### config.mk
export PLATFORM = sky130hd
export DESIGN_NAME = shalu_top
export DESIGN_NICKNAME = d
export VERILOG_FILES = /design/src/design/shalu_pkg.sv /design/src/design/shalu_top.sv /design/src/design/alu_exec.sv /design/src/design/operand_read.sv /design/src/design/acc_regfile.sv /design/src/design/issue_stage.sv /design/src/design/arb_rr.sv
export VERILOG_INCLUDE_DIRS = /design/src /design/src/design
export SDC_FILE = /design/constraint.sdc
export NUM_CORES = 1
export LEC_CHECK = 0
export BUFFER_PORTS_ARGS = -buffer_cell sky130_fd_sc_hd__buf_2
export CAP_MARGIN = 25
export CORE_MARGIN = 3
export CORE_UTILIZATION = 59
export CTS_CLUSTER_SIZE = 28
export DETAILED_ROUTE_END_ITERATION = 10
export PLACE_DENSITY_LB_ADDON = 0.08
export SLEW_MARGIN = 20
export SYNTH_ARGS = -nofsm -noshare
export SYNTH_HDL_FRONTEND = slang
export SYNTH_SLANG_ARGS = --single-unit
### constraint.sdc
create_clock -name clk -period 6.3 [get_ports clk]
set_input_delay 0.315 -clock clk [delete_from_list [all_inputs] [get_ports clk]]
set_output_delay 0.315 -clock clk [all_outputs]
set_load 0.02 [all_outputs]
### src/design/shalu_consts.svh
// Sizing constants for the shared arithmetic unit.
// The requester count is fixed at 4 because the command mux and the
// round-robin index logic rely on a 2-bit requester index.
// Index widths must stay consistent with the counts below.

`ifndef SHALU_CONSTS_SVH
`define SHALU_CONSTS_SVH

// Number of requesters sharing the unit
`define SHALU_NUM_REQ 4

// Number of accumulator registers
`define SHALU_NUM_REGS 8

// Width of register contents, immediates and results
`define SHALU_DATA_W 16

// Width of a register index, log2 of the register count
`define SHALU_REG_W 3

// Width of a requester index, log2 of the requester count
`define SHALU_REQ_W 2

`endif
### src/design/shalu_pkg.sv
// Types shared by the arbiter, the pipeline stages and the testbench.
// Field widths follow the defines in the constants header.
// The one-hot helper expects at most one bit set in its input.

`default_nettype none

`include "shalu_consts.svh"

package shalu_pkg;

  // Operation codes carried by every command
  typedef enum logic [1:0] {
    OP_LOAD = 2'd0,
    OP_ADD  = 2'd1,
    OP_SUB  = 2'd2,
    OP_XOR  = 2'd3
  } op_e;

  // Command as presented by a requester while it waits for its grant
  typedef struct packed {
    op_e                      op;
    logic [`SHALU_REG_W-1:0]  dst;
    logic [`SHALU_REG_W-1:0]  src;
    logic [`SHALU_DATA_W-1:0] imm;
  } cmd_t;

  // Contents of the issue register
  typedef struct packed {
    logic                    valid;
    logic [`SHALU_REQ_W-1:0] req_id;
    cmd_t                    cmd;
  } issue_t;

  // Contents of the operand register, with the source value already resolved
  typedef struct packed {
    logic                     valid;
    logic [`SHALU_REQ_W-1:0]  req_id;
    op_e                      op;
    logic [`SHALU_REG_W-1:0]  dst;
    logic [`SHALU_DATA_W-1:0] a;
    logic [`SHALU_DATA_W-1:0] imm;
  } exec_t;

  // Response returned to the requester named by req_id
  typedef struct packed {
    logic                     valid;
    logic [`SHALU_REQ_W-1:0]  req_id;
    logic [`SHALU_REG_W-1:0]  dst;
    logic [`SHALU_DATA_W-1:0] result;
  } resp_t;

  // Converts a one-hot or zero requester vector to its index
  // A zero vector maps to index 0
  function automatic logic [`SHALU_REQ_W-1:0] onehot_to_idx(
    input logic [`SHALU_NUM_REQ-1:0] oh
  );
    logic [`SHALU_REQ_W-1:0] idx;
    idx = '0;
    for (int i = 0; i < `SHALU_NUM_REQ; i++) begin
      if (oh[i]) begin
        idx = idx | `SHALU_REQ_W'(i);
      end
    end
    return idx;
  endfunction

endpackage : shalu_pkg

`default_nettype wire

### src/design/shalu_top.sv
// Shared arithmetic unit for four requesters.
// Requests are levels and grants are pulses with no handshake.
// A response appears three cycles after its grant and must be taken then,
// since there is no back-pressure anywhere in the pipeline.

`default_nettype none

`include "shalu_consts.svh"

module shalu_top
  import shalu_pkg::*;
(
  input  logic                      clk,
  input  logic                      reset,
  input  logic                      rotate_en,
  input  logic [`SHALU_NUM_REQ-1:0] request,
  input  cmd_t                      cmd [`SHALU_NUM_REQ],
  output logic [`SHALU_NUM_REQ-1:0] grant,
  output resp_t                     resp
);

  issue_t                   issue;
  exec_t                    exe;
  resp_t                    fwd;
  logic [`SHALU_REG_W-1:0]  rd_addr;
  logic [`SHALU_DATA_W-1:0] rd_data;
  logic                     wr_en;
  logic [`SHALU_REG_W-1:0]  wr_addr;
  logic [`SHALU_DATA_W-1:0] wr_data;

  // ------------------------------
  // Arbitration and issue
  // ------------------------------

  arb_rr arb_rr_i (
    .clk       (clk),
    .reset     (reset),
    .rotate_en (rotate_en),
    .request   (request),
    .grant     (grant)
  );

  issue_stage issue_stage_i (
    .clk   (clk),
    .reset (reset),
    .grant (grant),
    .cmd   (cmd),
    .issue (issue)
  );

  // ------------------------------
  // Operands and register file
  // ------------------------------

  operand_read operand_read_i (
    .clk     (clk),
    .reset   (reset),
    .issue   (issue),
    .rd_addr (rd_addr),
    .rd_data (rd_data),
    .fwd     (fwd),
    .exe     (exe)
  );

  acc_regfile acc_regfile_i (
    .clk     (clk),
    .reset   (reset),
    .rd_addr (rd_addr),
    .rd_data (rd_data),
    .wr_en   (wr_en),
    .wr_addr (wr_addr),
    .wr_data (wr_data)
  );

  // Execute closes the loop back to the register file and the operand stage
  alu_exec alu_exec_i (
    .clk     (clk),
    .reset   (reset),
    .exe     (exe),
    .wr_en   (wr_en),
    .wr_addr (wr_addr),
    .wr_data (wr_data),
    .fwd     (fwd),
    .resp    (resp)
  );

endmodule : shalu_top

`default_nettype wire

### src/design/alu_exec.sv
// Execute stage, which computes the result and writes it back.
// The register write is presented in this cycle and lands at the next edge,
// the same edge that makes the registered response valid.
// fwd carries the unregistered result back to the operand stage.

`default_nettype none

`include "shalu_consts.svh"

module alu_exec
  import shalu_pkg::*;
(
  input  logic                     clk,
  input  logic                     reset,
  input  exec_t                    exe,
  output logic                     wr_en,
  output logic [`SHALU_REG_W-1:0]  wr_addr,
  output logic [`SHALU_DATA_W-1:0] wr_data,
  output resp_t                    fwd,
  output resp_t                    resp
);

  logic [`SHALU_DATA_W-1:0] result;
  resp_t                    resp_q;

  // ------------------------------
  // Arithmetic
  // ------------------------------

  // Add and subtract wrap modulo 2^16
  always_comb begin
    result = exe.imm;
    unique case (exe.op)
      OP_LOAD: result = exe.imm;
      OP_ADD:  result = exe.a + exe.imm;
      OP_SUB:  result = exe.a - exe.imm;
      OP_XOR:  result = exe.a ^ exe.imm;
    endcase
  end

  // Write port driven straight from the stage
  assign wr_en   = exe.valid;
  assign wr_addr = exe.dst;
  assign wr_data = result;

  // Same content the response will carry, one cycle early
  always_comb begin
    fwd.valid  = exe.valid;
    fwd.req_id = exe.req_id;
    fwd.dst    = exe.dst;
    fwd.result = result;
  end

  // ------------------------------
  // Response register
  // ------------------------------

  // A response lasts exactly one cycle because the stage never holds
  always_ff @(posedge clk) begin
    if (reset) begin
      resp_q.valid <= 1'b0;
    end else begin
      resp_q <= fwd;
    end
  end

  assign resp = resp_q;

endmodule : alu_exec

`default_nettype wire

### src/design/operand_read.sv
// Operand read stage, the second register of the pipeline.
// Forwarding covers only the command one ahead, which is in execute.
// The command two ahead has already written the register file by then.

`default_nettype none

`include "shalu_consts.svh"

module operand_read
  import shalu_pkg::*;
(
  input  logic                     clk,
  input  logic                     reset,
  input  issue_t                   issue,
  output logic [`SHALU_REG_W-1:0]  rd_addr,
  input  logic [`SHALU_DATA_W-1:0] rd_data,
  input  resp_t                    fwd,
  output exec_t                    exe
);

  logic                     fwd_hit;
  logic [`SHALU_DATA_W-1:0] operand;
  exec_t                    exe_next;
  exec_t                    exe_q;

  // ------------------------------
  // Operand select
  // ------------------------------

  assign rd_addr = issue.cmd.src;

  // The execute stage writes this register at the coming edge
  // Its value is not yet in the file, so take it straight from the ALU
  assign fwd_hit = fwd.valid && (fwd.dst == issue.cmd.src);
  assign operand = fwd_hit ? fwd.result : rd_data;

  always_comb begin
    exe_next.valid  = issue.valid;
    exe_next.req_id = issue.req_id;
    exe_next.op     = issue.cmd.op;
    exe_next.dst    = issue.cmd.dst;
    exe_next.a      = operand;
    exe_next.imm    = issue.cmd.imm;
  end

  // ------------------------------
  // Operand register
  // ------------------------------

  always_ff @(posedge clk) begin
    if (reset) begin
      exe_q.valid <= 1'b0;
    end else begin
      exe_q <= exe_next;
    end
  end

  assign exe = exe_q;

endmodule : operand_read

`default_nettype wire

### src/design/acc_regfile.sv
// Accumulator register file with one read port and one write port.
// The read is combinational and shows the old value during a write cycle,
// so the stage that reads must forward from the writer itself.
// All registers read zero after reset.

`default_nettype none

`include "shalu_consts.svh"

module acc_regfile (
  input  logic                     clk,
  input  logic                     reset,
  input  logic [`SHALU_REG_W-1:0]  rd_addr,
  output logic [`SHALU_DATA_W-1:0] rd_data,
  input  logic                     wr_en,
  input  logic [`SHALU_REG_W-1:0]  wr_addr,
  input  logic [`SHALU_DATA_W-1:0] wr_data
);

  logic [`SHALU_DATA_W-1:0] regs [`SHALU_NUM_REGS];

  // Architectural state, so every entry is cleared
  always_ff @(posedge clk) begin
    if (reset) begin
      for (int i = 0; i < `SHALU_NUM_REGS; i++) begin
        regs[i] <= '0;
      end
    end else if (wr_en) begin
      regs[wr_addr] <= wr_data;
    end
  end

  // Read port has no bypass
  assign rd_data = regs[rd_addr];

endmodule : acc_regfile

`default_nettype wire

### src/design/issue_stage.sv
// Issue stage, the first register of the pipeline.
// Expects a one-hot or zero grant vector from the arbiter.
// A zero grant loads an invalid entry, so the stage never stalls.

`default_nettype none

`include "shalu_consts.svh"

module issue_stage
  import shalu_pkg::*;
(
  input  logic                      clk,
  input  logic                      reset,
  input  logic [`SHALU_NUM_REQ-1:0] grant,
  input  cmd_t                      cmd [`SHALU_NUM_REQ],
  output issue_t                    issue
);

  logic [`SHALU_REQ_W-1:0] grant_idx;
  issue_t                  issue_next;
  issue_t                  issue_q;

  // ------------------------------
  // Command select
  // ------------------------------

  // The index doubles as the tag that comes back with the response
  assign grant_idx = onehot_to_idx(grant);

  always_comb begin
    issue_next.valid  = |grant;
    issue_next.req_id = grant_idx;
    // With no grant this selects requester 0, which the valid bit masks off
    issue_next.cmd    = cmd[grant_idx];
  end

  // ------------------------------
  // Issue register
  // ------------------------------

  // Only the valid bit is control state
  // The payload simply follows the select
  always_ff @(posedge clk) begin
    if (reset) begin
      issue_q.valid <= 1'b0;
    end else begin
      issue_q <= issue_next;
    end
  end

  assign issue = issue_q;

endmodule : issue_stage

`default_nettype wire

### src/design/arb_rr.sv
// Round-robin arbiter for the shared unit, zero latency from request to grant.
// Requester 0 has the highest priority out of reset.
// Requesters must hold their request until granted for fairness to hold.
// With rotate_en low a grant is still made but the priority stays put.

`default_nettype none

`include "shalu_consts.svh"

module arb_rr
  import shalu_pkg::*;
(
  input  logic                      clk,
  input  logic                      reset,
  input  logic                      rotate_en,
  input  logic [`SHALU_NUM_REQ-1:0] request,
  output logic [`SHALU_NUM_REQ-1:0] grant
);

  // Keeps only the lowest set bit of a vector, so index 0 wins ties
  function automatic logic [`SHALU_NUM_REQ-1:0] lowest_set(
    input logic [`SHALU_NUM_REQ-1:0] vec
  );
    logic [`SHALU_NUM_REQ-1:0] pick;
    logic                      found;
    pick  = '0;
    found = 1'b0;
    for (int i = 0; i < `SHALU_NUM_REQ; i++) begin
      if (vec[i] && !found) begin
        pick[i] = 1'b1;
        found   = 1'b1;
      end
    end
    return pick;
  endfunction

  logic [`SHALU_NUM_REQ-1:0] priority_mask;
  logic [`SHALU_NUM_REQ-1:0] request_high;
  logic [`SHALU_NUM_REQ-1:0] grant_high;
  logic [`SHALU_NUM_REQ-1:0] grant_low;
  logic [`SHALU_REQ_W-1:0]   last_grant;
  logic [`SHALU_REQ_W-1:0]   last_grant_next;

  // ------------------------------
  // Priority selection
  // ------------------------------

  // Indices above the last grant are ahead of the wrap point
  always_comb begin
    for (int i = 0; i < `SHALU_NUM_REQ; i++) begin
      priority_mask[i] = (i > last_grant);
    end
  end

  assign request_high = request & priority_mask;

  // First pick searches before the wrap, the second covers the wrapped order
  assign grant_high = lowest_set(request_high);
  // No mask needed here since this pick is used only when request_high is empty
  assign grant_low  = lowest_set(request);

  assign grant = (|request_high) ? grant_high : grant_low;

  // ------------------------------
  // Last-grant state
  // ------------------------------

  assign last_grant_next = onehot_to_idx(grant);

  // Any request yields a grant, so the request vector alone qualifies the load
  // Starting at the top index puts requester 0 first after reset
  always_ff @(posedge clk) begin
    if (reset) begin
      last_grant <= `SHALU_REQ_W'(`SHALU_NUM_REQ - 1);
    end else if (rotate_en && (|request)) begin
      last_grant <= last_grant_next;
    end
  end

endmodule : arb_rr

`default_nettype wire

==> flow_summary.json <==
{
  "place.gp.congestion": 0.928,
  "finalMaxSlewViolations": 0,
  "cts_resized": 0,
  "rsz0062_at_grt": "false",
  "final_nets": 1128,
  "drt_iter0_markers": 781,
  "synthTopCellsByArea": "edfxtp_1 60%, mux4_2 6.7%, nor2_1 5.6%",
  "synth-edff-count": 214,
  "cts_buffers": 24,
  "ir_drop_uv": 257,
  "end_kind": "flip-flop",
  "grt_max_degree": 50,
  "fp.dieH_um": 141,
  "synth-async-reset-ratio_pct": 0,
  "outcome": "complete, no violations",
  "crit_path_start_kind": "flip-flop",
  "crit_fanout": 10,
  "area_growth_pct": 15.5,
  "crit_family": "simple AND/OR/NAND/NOR gates",
  "drive_above_1_share_pct": 23.3,
  "criticalPathCategory": "flip-flop to flip-flop",
  "cts_buffer_depth": 3,
  "finalWirelength_mm": 25.9,
  "stdcell_count": 1248,
  "avgSynthCellArea_um2": 12.1,
  "detail-route-antenna-nets": 0,
  "max_stage_delay_ns": 0.57,
  "required_ns": 6.56,
  "setup_ws_ns": 1.97,
  "yosysTopAreaCell": "edfxtp_1",
  "grt_pass1_wl_mm": 40.2,
  "crit_path_frequent_cell": "and3_1",
  "start_util_pct": 61.1,
  "slew_headroom_pct": 32.2,
  "hold_class": "input pin to flip-flop",
  "dp_slack_ns": 1.90,
  "p_leak_nw": 4.89,
  "vias": 7636,
  "coreArea_mm2": 0.0175,
  "portBuffers": 128,
  "hold_viol": 0,
  "tritoncts": "done",
  "ctsHoldBuffers": 0,
  "synth_nets": 1006,
  "h-tree-depth": 1,
  "grt_pass1_vias": 7417,
  "ys_seq_elements": 219,
  "synth_warnings": 0,
  "via_per_inst": 6.12,
  "dpl.cell_count": 1202,
  "fp-row-count": 48,
  "setup_tns_ns": 0,
  "track_usage_pct": 26.1,
  "synthCells": 883,
  "period_minus_slack_ns": 4.33,
  "cts.sinks": 219,
  "yosysSeqAreaShare_pct": 60.9,
  "max_freq_ghz": 0.231,
  "synth_top_flop_cell": "edfxtp_1",
  "tightestPinTransition_ns": 1.01,
  "synth_top_cell_area_share_pct": 60.0,
  "root_buffer": "clkbuf_16",
  "worstPathCellList": "or4_4, nor3_1, a21oi_1, xnor2_1, ha_1, and3_1, a221oi_1, o21ai_0, or4_1, and3_1, nor3_4, mux2i_1",
  "critPathBufInv": 0,
  "clock_latency_ns": 0.52,
  "drtPass1Iterations": 5,
  "overflow": 0,
  "die_area_mm2": 0.0198,
  "n_antenna_cell": 0,
  "setup_viol": 0,
  "powerDensity_mw_per_mm2": 329,
  "die_x_um": 141,
  "clk_pin_slew_ns": 0.06,
  "clock-skew-final_ns": 0.0168,
  "drcViolationCount": 0,
  "drv_cap": 0,
  "fillers": 1264,
  "post_cts_buffers": 0,
  "ys_types": 61,
  "wl_per_cell_um": 20.7,
  "pin_count": 129,
  "antenna_found_initial": 0,
  "finalCritPeriodShare_pct": 68.8,
  "cp_data_arrival_time_ns": 4.59,
  "crit_slowest_cell": "or4_4",
  "hpwl_mm": 16.6,
  "syn-cell-area_mm2": 0.0107
}
==> final timing paths <==
check,start,to,slack [ns],cells after the start
setup / recovery,operand_read_i.exe[4],operand_read_i.exe[31],1.97,12
hold reg to reg,issue_stage_i.issue[3],operand_read_i.exe[3],0.41,0
setup reg to reg,operand_read_i.exe[4],operand_read_i.exe[31],1.97,12
hold / removal,rotate_en,arb_rr_i.last_grant[0],0.03,3
==> final cells by class <==
class	instances	area (um^2)	area share [%]
clock inverter	17	184	1.49
clock buffer	27	612	4.95
sequential	219	6530	52.8
inverter	38	145	1.17
multi-input combinational	578	3860	31.2
tap	225	282	2.28
timing repair buffer	144	758	6.13
==> kinds of logic after synthesis <==
kind of cell | share of synthesized area [%]
and+or+nand+nor | 13.2
DFF | 60.9
AOI/OAI and AO/OA | 9.39
buffers and inverters | 3.03
muxes | 8.90
xor gates and xnor gates | 2.13
adders and majority gates | 2.41
==> stage by stage <==
stage | utilization, % | hold WS, ns | total power, mW | instance area (um^2)
2_1_floorplan | - | 0.387 | 2.42 | 10700
3_3_place_gp | 65.9 | 0.401 | 2.67 | 11600
3_5_place_dp | 65.9 | 0.405 | 2.68 | 11600
4_1_cts | 70.4 | 0.0114 | 4.08 | 12400
5_1_grt | 70.5 | 0.0331 | 4.24 | 12400
6_report | 70.5 | 0.0256 | 4.07 | 12400
==> cells in the mapped netlist (2+ instances only) <==
library cell	number
o21a_1	9
a31oi_1	30
inv_1	37
ha_1	19
mux2_2	10
nor2b_1	8
nand2b_1	8
nor3_1	10
nand3b_1	3
o22ai_1	25
buf_1	4
or3_1	3
mux4_2	32
clkbuf_1	43
a221oi_1	3
o21ai_0	34
and3_1	5
o2111ai_1	2
xnor2_1	23
dfxtp_1	5
mux2i_1	12
nand3_1	8
nand4_1	4
a211oi_1	3
nand2_1	97
nor4_1	2
xor2_1	3
nand4b_1	3
a21oi_1	27
edfxtp_1	214
o32ai_1	2
nor2_1	159
o211ai_1	3
a21o_1	6
==> cells in the final DEF (no fill, tap or decap), types with 8 or more instances in the layout <==
master,Yosys,final
inv_1,37,36
nand2b_1,8,8
buf_4,0,14
nor2_1,159,158
a21oi_1,27,27
mux2i_1,12,12
nor2b_1,8,8
xnor2_1,23,23
nand2_1,97,97
o22ai_1,25,25
o21a_1,9,9
mux2_2,10,10
mux4_2,32,32
clkbuf_16,0,24
o21ai_0,34,34
buf_2,1,129
a31oi_1,30,30
nor3_1,10,10
nand3_1,8,8
edfxtp_1,214,214
ha_1,19,19
==> registers in the layout, indices dropped and copies added (netlist names) <==
name and cells:
acc_regfile_i.regs 128, operand_read_i.exe 40, issue_stage_i.issue 27, arb_rr_i.last_grant 2, alu_exec_i.resp 22
==> tightest hold or removal path, delay by kind of cell <==
family                 cells  cell delay, ns
buffers and inverters      1            0.09
and+or+nand+nor            2            0.10
==> where the power goes <==
group / total [mW] / internal (mW) / switching (mW)
Sequential: 1.80 / 1.74 / 0.0571
Combinational: 0.861 / 0.319 / 0.542
Clock: 1.41 / 0.829 / 0.578
Total: 4.07 / 2.89 / 1.18
==> metal layers <==
metal	share of wire, %	up-vias	global-route usage, %
met5	0	-	0
met2	49	334	42.2
met1	41	3737	37.3
met4	2.2	0	7.19
li1	-	3519	-
met3	8.0	46	4.27
Note: power is estimated with default switching activity, not from simulation.
